<file path="src/kinpira_pkg.sv">
`default_nettype none

package kinpira_pkg;

  // Word and memory sizes
  localparam int DWIDTH         = 16;
  localparam int BWIDTH         = 32;
  localparam int LWIDTH         = 16;
  localparam int IMGSIZE        = 10;
  localparam int GOBOU_NETSIZE  = 10;
  localparam int RENKON_NETSIZE = 6;
  localparam int ACCWIDTH       = 40;

  // Fixed point position of the products
  localparam int FRAC = 8;

  localparam logic WHICH_RENKON = 1'b0;
  localparam logic WHICH_GOBOU  = 1'b1;

  typedef logic signed [DWIDTH-1:0] img_word_t;
  typedef logic signed [DWIDTH-1:0] net_word_t;
  typedef logic [IMGSIZE-1:0]       img_addr_t;
  typedef logic [LWIDTH-1:0]        len_t;

  // Shift back to the word scale, optional ReLU, then truncate
  function automatic img_word_t activate(input logic signed [ACCWIDTH-1:0] sum,
                                         input logic relu);
    logic signed [ACCWIDTH-1:0] shifted;
    shifted = sum >>> FRAC;
    if (relu && shifted < 0) begin
      shifted = '0;
    end
    return shifted[DWIDTH-1:0];
  endfunction

endpackage

`default_nettype wire

</file>
<file path="src/kinpira_regs_pkg.sv">
`default_nettype none

package kinpira_regs_pkg;

  localparam int REG_AWIDTH = 5;

  // Host writable registers
  localparam logic [REG_AWIDTH-1:0] REG_WHICH      = 0;
  localparam logic [REG_AWIDTH-1:0] REG_REQ        = 1;
  localparam logic [REG_AWIDTH-1:0] REG_IN_OFFSET  = 2;
  localparam logic [REG_AWIDTH-1:0] REG_OUT_OFFSET = 3;
  localparam logic [REG_AWIDTH-1:0] REG_NET_OFFSET = 4;

  // total_out high half, total_in low half
  localparam logic [REG_AWIDTH-1:0] REG_BASE0      = 9;
  // img_size low half
  localparam logic [REG_AWIDTH-1:0] REG_BASE1      = 10;
  // conv_size high half
  localparam logic [REG_AWIDTH-1:0] REG_CONV       = 11;
  localparam logic [REG_AWIDTH-1:0] REG_BIAS       = 12;
  localparam logic [REG_AWIDTH-1:0] REG_ACTV       = 13;

  // Read only status
  localparam logic [REG_AWIDTH-1:0] REG_STAT_ACK   = 30;
  localparam logic [REG_AWIDTH-1:0] REG_STAT_WHICH = 31;

  // Enable flag in the bias and activation registers
  localparam int ENABLE_BIT = 31;

endpackage

`default_nettype wire

</file>
<file path="src/kinpira_regs.sv">
`timescale 1ns/100ps
`default_nettype none

module kinpira_regs (
  input  wire                                    clk,
  input  wire                                    xrst,
  input  wire                                    reg_we,
  input  wire [kinpira_regs_pkg::REG_AWIDTH-1:0] reg_addr,
  input  wire [kinpira_pkg::BWIDTH-1:0]          reg_wdata,
  input  wire                                    ack,
  input  wire                                    which_q,
  output logic [kinpira_pkg::BWIDTH-1:0]         reg_rdata,
  output logic                                   which,
  output logic                                   req,
  output kinpira_pkg::img_addr_t                 in_offset,
  output kinpira_pkg::img_addr_t                 out_offset,
  output kinpira_pkg::img_addr_t                 net_offset,
  output kinpira_pkg::len_t                      total_out,
  output kinpira_pkg::len_t                      total_in,
  output kinpira_pkg::len_t                      img_size,
  output kinpira_pkg::len_t                      conv_size,
  output logic                                   bias_en,
  output logic                                   relu_en
);
  import kinpira_pkg::*;
  import kinpira_regs_pkg::*;

  logic [BWIDTH-1:0] which_r;
  logic [BWIDTH-1:0] req_r;
  logic [BWIDTH-1:0] in_off_r;
  logic [BWIDTH-1:0] out_off_r;
  logic [BWIDTH-1:0] net_off_r;
  logic [BWIDTH-1:0] base0_r;
  logic [BWIDTH-1:0] base1_r;
  logic [BWIDTH-1:0] conv_r;
  logic [BWIDTH-1:0] bias_r;
  logic [BWIDTH-1:0] actv_r;

  // Engine control
  always_ff @(posedge clk) begin
    if (!xrst) begin
      which_r <= '0;
      req_r   <= '0;
    end else if (reg_we) begin
      case (reg_addr)
        REG_WHICH: which_r <= reg_wdata;
        REG_REQ:   req_r   <= reg_wdata;
        default: ;
      endcase
    end
  end

  // Layer settings
  always_ff @(posedge clk) begin
    if (reg_we) begin
      case (reg_addr)
        REG_IN_OFFSET:  in_off_r  <= reg_wdata;
        REG_OUT_OFFSET: out_off_r <= reg_wdata;
        REG_NET_OFFSET: net_off_r <= reg_wdata;
        REG_BASE0:      base0_r   <= reg_wdata;
        REG_BASE1:      base1_r   <= reg_wdata;
        REG_CONV:       conv_r    <= reg_wdata;
        REG_BIAS:       bias_r    <= reg_wdata;
        REG_ACTV:       actv_r    <= reg_wdata;
        default: ;
      endcase
    end
  end

  always_comb begin
    case (reg_addr)
      REG_WHICH:      reg_rdata = which_r;
      REG_REQ:        reg_rdata = req_r;
      REG_IN_OFFSET:  reg_rdata = in_off_r;
      REG_OUT_OFFSET: reg_rdata = out_off_r;
      REG_NET_OFFSET: reg_rdata = net_off_r;
      REG_BASE0:      reg_rdata = base0_r;
      REG_BASE1:      reg_rdata = base1_r;
      REG_CONV:       reg_rdata = conv_r;
      REG_BIAS:       reg_rdata = bias_r;
      REG_ACTV:       reg_rdata = actv_r;
      REG_STAT_ACK:   reg_rdata = BWIDTH'(ack);
      REG_STAT_WHICH: reg_rdata = BWIDTH'(which_q);
      default:        reg_rdata = '0;
    endcase
  end

  assign which      = which_r[0];
  assign req        = req_r[0];
  assign in_offset  = in_off_r[IMGSIZE-1:0];
  assign out_offset = out_off_r[IMGSIZE-1:0];
  assign net_offset = net_off_r[IMGSIZE-1:0];
  assign total_out  = base0_r[2*LWIDTH-1:LWIDTH];
  assign total_in   = base0_r[LWIDTH-1:0];
  assign img_size   = base1_r[LWIDTH-1:0];
  assign conv_size  = conv_r[2*LWIDTH-1:LWIDTH];
  assign bias_en    = bias_r[ENABLE_BIT];
  assign relu_en    = actv_r[ENABLE_BIT];

  // Status words are read only
  a_no_stat_write: assert property (@(posedge clk) disable iff (!xrst)
    reg_we |-> (reg_addr != REG_STAT_ACK && reg_addr != REG_STAT_WHICH));

endmodule

`default_nettype wire

</file>
<file path="config.mk">
export PLATFORM = sky130hd
export DESIGN_NAME = kinpira_regs
export DESIGN_NICKNAME = d
export VERILOG_FILES = /design/src/kinpira_pkg.sv /design/src/kinpira_regs_pkg.sv /design/src/kinpira_regs.sv
export SDC_FILE = /design/constraint.sdc
export NUM_CORES = 1
export LEC_CHECK = 0
export BUFFER_PORTS_ARGS = -buffer_cell sky130_fd_sc_hd__buf_2
export CAP_MARGIN = 20
export CORE_MARGIN = 3
export CORE_UTILIZATION = 52
export CTS_BUF_LIST = sky130_fd_sc_hd__clkbuf_4
export CTS_CLUSTER_SIZE = 10
export DETAILED_ROUTE_END_ITERATION = 7
export GPL_ROUTABILITY_DRIVEN = 0
export PLACE_DENSITY = 0.75
export RECOVER_POWER = 25
export SYNTH_ARGS = -nofsm -noshare
export SYNTH_HDL_FRONTEND = slang
export SYNTH_SLANG_ARGS = --single-unit
</file>
<file path="constraint.sdc">
create_clock -name clk -period 9.2 [get_ports clk]
set_input_delay 1.84 -clock clk [delete_from_list [all_inputs] [get_ports clk]]
set_output_delay 1.84 -clock clk [all_outputs]
set_load 0.01 [all_outputs]
</file>
Word level (Yosys, flattened, before mapping)
Cells that the tools add are included.

operators by class
  equal/unequal tests = 11
  muxes and demuxes = 1
  reductions and logical operators = 11

operator list
  operator                                                         count
  32-bit case mux with 12 select lines                             1
  5-bit by 4-bit == test with 1-bit output, second input constant  5
  2-bit AND reduction                                              10
  5-bit by 2-bit == test with 1-bit output, second input constant  2
  5-bit == test, second input constant                             2
  5-bit by 1-bit == test with 1-bit output, second input constant  1
  5-bit by 3-bit == test with 1-bit output, second input constant  1
  5-bit zero test                                                  1

word-level totals
  flip-flop bits (word level) = 320
  bits of input ports = 42
  output and inout bits = 130

Longest topological paths before layout
Gate-level depths: netlist (run 1).

  depth in word-level cells = 2
  mapped depth = 8
  depth with buffers taken out = 4

Least setup slack after synthesis (run 1)
Ideal clock, no wire load.

  kind = input -> register
  from = input reg_addr[0] in the netlist's numbering
  to = register out_off_r[0], enable pin
  data arrival time = 4.811 ns
  required time = 8.732 ns
  path slack = 3.921 ns
  cell stages on the path = 4
  cells stage by stage = buf_2 > buf_2 > nand4bb_1 > nor3b_1

between the ends
  cells in the longest elaborated chain, start to end = 2

RTL lines
  what                                      RTL line            source
  start: declaration                        kinpira_regs.sv:8   input wire [kinpira_regs_pkg::REG_AWIDTH-1:0] reg_addr,
  5-bit by 2-bit == test with 1-bit output  kinpira_regs.sv:56  case (reg_addr)
  2-bit AND reduction (no source line)      --
  end signal: assignment                    kinpira_regs.sv:58  REG_OUT_OFFSET: out_off_r <= reg_wdata;
  end: declaration                          kinpira_regs.sv:31  logic [BWIDTH-1:0] out_off_r;

No other way between the ends.
A chain may end at the register's enable or synchronous reset.

Worst setup path after layout (run 1)
  from = input reg_addr[1] in the netlist's numbering
  to = output reg_rdata[1] in the netlist's numbering

between the ends
  cells in the longest elaborated chain, start to end = 2
  elaborated cells between the ends (all ways) = 13

RTL lines
  what                                         RTL line            source
  5-bit == test, or another cell as far along  kinpira_regs.sv:71  case (reg_addr)
  32-bit case mux with 12 select lines (*)     kinpira_regs.sv:71
  end: declaration                             kinpira_regs.sv:12  output logic [kinpira_pkg::BWIDTH-1:0] reg_rdata,

Mark *: on every way between the ends. The rest lies on a longest branch, timed or not.

==> impl_metrics.toml, run 1 <==
[place]
port_buffers = 171
placedCellCount = 1335
dp_slack_ns = 2.590
hpwl_mm = 18.71
place_area_sq_um = 13710

[worst_setup_path]
r2r_start = "req_r[0]$_SDFFE_PN0P_"
path_cells = "buf_2, buf_4, nor2b_1, nor2b_4, a22oi_1, nand3_1, buf_2"
end_kind = "primary output"
start_kind = "input pin"
worstSetupPathType = "in -> out"
cp_data_required_time_ns = 7.36
regToRegSetupSlack_ns = 8.51
cp_top_family = "simple AND/OR/NAND/NOR gates"
cp_num_buf_inv = 3
critPathLaunch = "reg_addr[1]"
path_max_fanout = 26
cp.arrival_ns = 4.79
max_stage_delay_ns = 0.94
cpMaxStageDelayCell = "nor2b_4"
cp_common_cell = "buf_2"

[timing]
rsz0062_at_grt = "false"
maxSlewViolCount = 0
layout_min_cycle_time_ns = 6.629
setup_slack_ns = 2.571
slew_headroom = 0.2780
fin_setup_tns_ns = 0
min_period_over_period = 0.7205
setup_viol = 0
finClkSkew_ns = 0
whs_ns = 0.4504
hold_viol = 0
timing.fmax_ghz = 0.1509
worst_pin_slew_ns = 1.083

[cts]
worstSkewPairLatency_ns = 0.66
htreeDepth = 3
cts-resized-gates = 0
postCtsHoldBufs = 0
clk_pin_slew_ns = 0.06
numCtsBuffers = 82
cts_num_sinks = 320
clockRootBuffer = "clkbuf_4"
clk_path_buf_depth = 3
post-cts-setup-buffers = 0
cts_tree = "done"

[synth]
synth_fp_nets = 1001
ys_types = 54
yosysWarnings = 0
netlist_instances = 959
async_flop_share = 0
yosys.area.top_type_share = 0.5825
synth_top_area_cell = "edfxtp_1"
synth_edf_count = 256
yosysSeqAreaShare = 0.6796
synth_ff_type = "edfxtp_1"
syn_avg_cell_area_sq_um = 13.76
synth_area_sq_um = 13200
synth.area.top_cells = "edfxtp_1 58%, dfxtp_1 9.7%, mux2i_1 4.2%"
synth-seq-cells = 320

[status]
status = "finished clean"

[hold_path]
hold_path.startpoint = "req_r[20]$_SDFFE_PN0P_"
hp-class = "reg -> reg"

[floorplan]
core_area_sq_um = 24600
rows = 57
initial_core_util = 0.5363
io_pins = 172
dieHeight_microns = 165.3
fp.dieW_microns = 165.3
die_area_sq_um = 27330

[power]
pwr_density_cell_nw_per_um2 = 197.8
power.total_mw = 2.925
leakage_nw = 5.305
vdd_ir_drop_max_mv = 0.1391

[global_routing]
grt_max_degree = 65
grt_overflow = 0
grt_pass1_wl_mm = 49.25
antenna_found_initial = 1
grt_use_total = 0.2404
grt_pass1_vias = 8710

[drt]
drt_wl_total_mm = 32.91
routedWlPerCell_microns = 22.14
drtAntennaViolNets = 0
drtPass1Iterations = 6
drc = 0
via_count = 8591
viasPerCell = 5.781
drtIter0Drc = 881

[run]
max_cap_viol_count = 0

[finish]
nNetsFinal = 1139
layout-drive-gt1-share = 0.2851
fin_util = 0.6010
final_area_sq_um = 14790
area_growth_pct = 12.05
stdcell_count = 1486
final cells by class:
class,count,area [sq um]
clock buffer,125,938.4
multi-input combinational,513,3435
clock inverter,23,118.9
timing repair buffer,179,914.6
inverter,1,3.754
tap,324,405.4
fill,1951,9818
sequential,320,8969
antenna,1,2.502
tightest hold or removal path, stage by stage (launching register included):
cell and delay [ns]:
dfxtp_1 0.31, nand2_1 0.05, a21boi_1 0.05
routing by layer:
metal,part of all wire,global-route usage
met4,0.025,0.1078
met1,0.40,0.3163
met3,0.089,0.05238
met2,0.49,0.3858
met5,0,0
Yosys cell counts, drive strengths merged (12+ instances only):
cell type,number
edfxtp,256
nand2,137
buf,111
a21boi,64
dfxtp,64
mux2i,55
a22oi,38
nor2,34
a21oi,32
nand3,30
a221oi,16
mux2,16
clkbuf,14
a32o,12
path summary, 6_finish.rpt:
path	endpoint	cells after the start
hold reg to reg	req_r[20]$_SDFFE_PN0P_	2
setup reg to reg	req_r[0]$_SDFFE_PN0P_	2
setup / recovery	reg_rdata[1]	7
hold / removal	req_r[20]$_SDFFE_PN0P_	2
cell usage in the layout (no fill, tap or decap), types with 3 or more instances in the layout:
cell and n:
edfxtp_1 256, buf_2 144, nand2_1 137, clkbuf_4 125, dfxtp_1 64, a21boi_1 60, mux2i_1 55, a22oi_1 38
nor2_1 32, a21oi_1 32, nand3_1 28, clkbuf_1 27, clkinv_1 16, mux2_2 13, a32o_1 12, o22ai_1 11
a221oi_2 10, and2_2 7, and3_1 7, a221oi_1 6, buf_4 6, nand3b_1 5, a2bb2oi_1 4, and3_2 4
a21boi_0 4, and2_1 3, a2111oi_0 3, mux2_1 3, a211o_1 3, o2111ai_1 3, inv_2 3
cell families (layout without fill, tap and decap cells):
| group | Yosys count | count (layout) | synth area share |
|---|---|---|---|
| AO/OA/AOI/OAI | 195 | 195 | 0.1152 |
| flip-flops | 320 | 320 | 0.6796 |
| other | 0 | 1 | 0 |
| buffers and inverters | 126 | 328 | 0.06277 |
| multiplexers | 71 | 71 | 0.05537 |
| AND/OR/NAND/NOR | 247 | 247 | 0.08704 |
sequential cells by signal, indices dropped and copies added, names as in the netlist:
name / cells
actv_r: 32
base0_r: 32
base1_r: 32
bias_r: 32
conv_r: 32
in_off_r: 32
net_off_r: 32
out_off_r: 32
req_r: 32
which_r: 32
where the power goes:
part           switching [mW]  internal (mW)  leakage (nW)  total [mW]
clock network           0.560          0.648         0.635        1.21
logic                  0.0886         0.0461          1.85       0.135
registers             0.00601           1.58          2.82        1.58
Note: power is estimated with default switching activity, not from simulation.
==> inputs of run 2 (changes only) <==
ABC_AREA = 1   (was unset)
clock period = 6.55 ns   (was 9.2 ns; I/O delays follow)
==> impl_metrics.toml, run 2 <==
[worst_setup_path]
path_max_fanout = 41
worstSetupPathType = "in -> out"
start_kind = "input pin"
max_stage_delay_ns = 0.67
cpMaxStageDelayCell = "buf_2"
cp.arrival_ns = 3.80
cp_data_required_time_ns = 5.24
end_kind = "primary output"
path_cells = "buf_2, nand2_1, inv_2, buf_4, nand4_1, nand2_1, nor2_1, nand3_1, buf_2"

[hold_path]
hp-class = "reg -> reg"

[drt]
via_count = 10300
drtIter0Drc = 1157
drtPass1Iterations = 6
drc = 0
viasPerCell = 5.596
drt_wl_total_mm = 34.75
routedWlPerCell_microns = 18.87
drtAntennaViolNets = 0

[synth]
synth_edf_count = 256
synth_area_sq_um = 13670
synth.area.top_cells = "edfxtp_1 56%, dfxtp_1 9.4%, nand4_1 7.3%"
synth.top_cells.by_count = "264 x nand2_1, 256 x edfxtp_1, 205 x nor2_1"
synth-seq-cells = 320
yosys.area.top_type_share = 0.5622
async_flop_share = 0
ys_types = 18
syn_avg_cell_area_sq_um = 10.36
synth_top_area_cell = "edfxtp_1"
synth.most_common_cell = "nand2_1"
yosysSeqAreaShare = 0.6559
synth_fp_nets = 1362
synth_ff_type = "edfxtp_1"
yosysWarnings = 0
netlist_instances = 1320

[finish]
multi_input_area_sq_um = 3760
layout-drive-gt1-share = 0.2180
final_cell_mix = "264 x nand2_1, 256 x edfxtp_1, 197 x nor2_1"
nNetsFinal = 1485
final_common_cell = "nand2_1"
area_growth_pct = 13.23
stdcell_count = 1841
seq_area_sq_um = 8969
fill_cells = 2134

[floorplan]
die_area_sq_um = 28280
dieHeight_microns = 168.2
io_pins = 172
rows = 58
core_area_sq_um = 25540
fp.dieW_microns = 168.2
initial_core_util = 0.5353

[timing]
setup_viol = 0
min_period_over_period = 0.7809
finClkSkew_ns = 0
slew_headroom = 0.2692
layout_min_cycle_time_ns = 5.115
maxSlewViolCount = 0
worst_pin_slew_ns = 1.094
fin_setup_tns_ns = 0
rsz0062_at_grt = "false"
hold_viol = 0
timing.fmax_ghz = 0.1955

[cts]
cts-resized-gates = 0
worstSkewPairLatency_ns = 0.70
postCtsHoldBufs = 0
clk_path_buf_depth = 3
clockRootBuffer = "clkbuf_4"
clk_pin_slew_ns = 0.06
numCtsBuffers = 82
cts_num_sinks = 320
htreeDepth = 3
cts_tree = "done"
post-cts-setup-buffers = 0

[global_routing]
antenna_found_initial = 4
grt_pass1_vias = 9897
grt_pass1_wl_mm = 54.57
grt_max_degree = 101
grt_overflow = 0
grt_use_total = 0.2433

[power]
pwr_density_cell_nw_per_um2 = 271.7
leakage_nw = 6.169
vdd_ir_drop_max_mv = 0.1873
power.total_mw = 4.207

[place]
placedCellCount = 1686
port_buffers = 171
hpwl_mm = 20.17

[run]
max_cap_viol_count = 0

[status]
status = "finished clean"
[run 2: changes by cell type in the layout (fill, tap and decap cells not counted), sizes merged, moves of 32 or more]
cell / delta
a21oi: -32
nand3: +69
mux2i: -55
nand4: +158
nor2: +175
a22oi: -38
nand2: +129
a21boi: -64
o21ai: +63
inv: +40
[run 2: final timing paths]
check	from	to	slack [ns]	cells past startpoint
max	reg_addr[0]	reg_rdata[8]	1.44	9
min	which_r[6]$_SDFFE_PN0P_	which_r[6]$_SDFFE_PN0P_	0.48	2
max reg2reg	which_r[4]$_SDFFE_PN0P_	which_r[4]$_SDFFE_PN0P_	5.94	2
min reg2reg	which_r[6]$_SDFFE_PN0P_	which_r[6]$_SDFFE_PN0P_	0.48	2
[run 2: routing by layer]
metal | up-vias | share of wire | track usage
met5 | - | 0.00095 | 0
met4 | 4 | 0.021 | 0.08502
met3 | 65 | 0.093 | 0.05212
met2 | 558 | 0.47 | 0.3812
met1 | 4806 | 0.41 | 0.3404
li1 | 4869 | - | -
[run 2: cells by family (layout without fill, tap and decap cells)]
| family | count (synthesis) | count (layout) | share of synthesized area |
|---|---|---|---|
| AND/OR/NAND/NOR | 739 | 739 | 0.2440 |
| flip-flops | 320 | 320 | 0.6559 |
| buffers and inverters | 197 | 386 | 0.07668 |
| AO/OA/AOI/OAI | 64 | 64 | 0.02343 |
| other | 0 | 2 | 0 |
[run 2: critical path, delay by kind of cell]
family,cells,cell delay [ns]
buffers and inverters,4,1.79
AND/OR/NAND/NOR,5,0.68
[run 2: final cells by class]
cell class | instances | area share
sequential | 320 | 0.5793
clock buffer | 133 | 0.06449
antenna | 2 | 0.0003233
multi-input combinational | 803 | 0.2428
inverter | 43 | 0.01059
timing repair buffer | 193 | 0.06829
clock inverter | 17 | 0.007516
tap | 330 | 0.02667
[run 2: power breakdown]
part           internal (mW)  switching [mW]  leakage, nW
Clock                  0.962           0.803        0.655
Sequential              2.22         0.00873         2.82
Combinational         0.0510           0.166         2.69
Total                   3.23           0.978         6.17
[run 2: stage by stage]
| stage | hold WS, ns | instance area, sq um | utilization | worst slack, ns |
|---|---|---|---|---|
| after floorplan | 0.4549 | 13670 | - | 1.259 |
| after global placement | 0.4615 | 14320 | 0.5606 | 1.528 |
| after detailed placement | 0.4722 | 14340 | 0.5614 | 1.451 |
| after CTS | 0.4862 | 15460 | 0.6051 | 1.437 |
| after global routing | 0.5113 | 15480 | 0.6061 | 1.213 |
| final | 0.4809 | 15480 | 0.6061 | 1.435 |
==> inputs of run 3 (changes only) <==
PLACE_DENSITY = 0.78   (was 0.75)
clock period = 4.6 ns   (was 6.55 ns; I/O delays follow)
==> impl_metrics.toml, run 3 (same netlist as run 2, synthesis figures left out) <==
[worst_setup_path]
worstSetupPathType = "in -> out"
cp.arrival_ns = 3.01
end_kind = "primary output"
path_max_fanout = 35
cp_data_required_time_ns = 3.68
start_kind = "input pin"
critPathLaunch = "reg_addr[4]"
r2r_start = "req_r[0]$_SDFFE_PN0P_"

[finish]
final_common_cell = "nand2_1"
nNetsFinal = 1492
stdcell_count = 1850
final_cell_mix = "264 x nand2_1, 256 x edfxtp_1, 197 x nor2_1"
layout-drive-gt1-share = 0.2195
area_growth_pct = 14.02
fin_util = 0.6103

[drt]
drt_wl_total_mm = 35.81
drtAntennaViolNets = 0
drtIter0Drc = 1217
drtPass1Iterations = 7
drc = 0
viasPerCell = 5.730
via_count = 10600
routedWlPerCell_microns = 19.36

[place]
placedCellCount = 1697
hpwl_mm = 21.07
port_buffers = 171

[cts]
post-cts-setup-buffers = 0
cts_num_sinks = 320
clockRootBuffer = "clkbuf_4"
clk_path_buf_depth = 3
cts_tree = "done"
worstSkewPairLatency_ns = 0.68
postCtsHoldBufs = 0
numCtsBuffers = 81
cts-resized-gates = 0
htreeDepth = 3
clk_pin_slew_ns = 0.06

[global_routing]
grt_use_met3 = 0.05518
grt_max_degree = 127
grt_use_total = 0.2498
grt_use_met1 = 0.3269
top_usage_layer = "met2"
use_met2 = 0.4036
antenna_found_initial = 3
grt_overflow = 0
grt_pass1_vias = 10330
grt_pass1_wl_mm = 55.73

[timing]
maxSlewViolCount = 0
timing.fmax_ghz = 0.2545
layout_min_cycle_time_ns = 3.930
finClkSkew_ns = 0
setup_viol = 0
worst_pin_slew_ns = 1.021
rsz0062_at_grt = "false"
min_period_over_period = 0.8543
hold_viol = 0
slew_headroom = 0.3193

[power]
vdd_ir_drop_max_mv = 0.3791
pwr_density_cell_nw_per_um2 = 388.2
leakage_nw = 6.230

[floorplan]
core_area_sq_um = 25540
die_area_sq_um = 28280
fp.dieW_microns = 168.2
rows = 58
dieHeight_microns = 168.2
io_pins = 172
initial_core_util = 0.5353

[hold_path]
hold_path.startpoint = "which_r[20]$_SDFFE_PN0P_"
hp-class = "reg -> reg"

[run]
max_cap_viol_count = 0

[status]
status = "finished clean"
-- run 3: cell types whose count changed in the layout (fill, tap and decap cells not counted), moves of 5 or more --
cell	previous run	this run
buf_4	16	22
clkinv_1	10	16
clkbuf_4	133	126
buf_12	3	8
-- run 3: report_power, final --
| group | leakage [nW] | total, mW | internal, mW | switching, mW |
|---|---|---|---|---|
| clock | 0.664 | 2.56 | 1.42 | 1.15 |
| sequential | 2.82 | 3.17 | 3.15 | 0.0127 |
| combinational | 2.74 | 0.321 | 0.0770 | 0.243 |
-- run 3: per-stage QoR --
step / hold slack, ns / setup WS [ns] / power [mW] / area (sq um) / TNS [ns]
2_1_floorplan: 0.4549 / -0.2476 / 3.403 / 13680 / -15.85
3_3_place_gp: 0.4620 / 0.7610 / 3.539 / 14500 / 0
3_5_place_dp: 0.4719 / 0.7034 / 3.550 / 14500 / 0
4_1_cts: 0.4753 / 0.6976 / 6.091 / 15620 / 0
5_1_grt: 0.5058 / 0.5271 / 6.275 / 15590 / 0
6_report: 0.4848 / 0.6704 / 6.053 / 15590 / 0
-- run 3: cell type report --
cell class                 count  area [sq um]
antenna                        3         7.507
clock inverter                24         175.2
sequential                   320          8969
timing repair buffer         201          1147
inverter                      43         163.9
fill                        2082          9955
tap                          330         412.9
multi-input combinational    803          3769
clock buffer                 126         945.9
-- run 3: path summary, 6_finish.rpt --
kind / to / slack, ns / cells past startpoint
worst max register to register: req_r[0]$_SDFFE_PN0P_ / 3.98 / 2
worst max-delay path: reg_rdata[28] / 0.67 / 10
worst min-delay path: which_r[20]$_SDFFE_PN0P_ / 0.48 / 2
worst min register to register: which_r[20]$_SDFFE_PN0P_ / 0.48 / 2
-- run 3: routing by layer --
layer  share of wire  vias up  routed length, microns
li1                -     4877                       -
met1            0.39     5006                   14110
met2            0.48      625                   17100
met3           0.099       93                    3541
met4           0.030        0                    1060
met5               0        -                       0
-- run 3: critical path, cell delays in order --
cell and delay [ns]:
buf_2 0.19, nor2_8 0.47, nand2_2 0.24, nor2_4 0.51, buf_12 0.24, nand2_1 0.08, nand2_1 0.07, nor2_1 0.05
nand3_1 0.08, buf_2 0.14
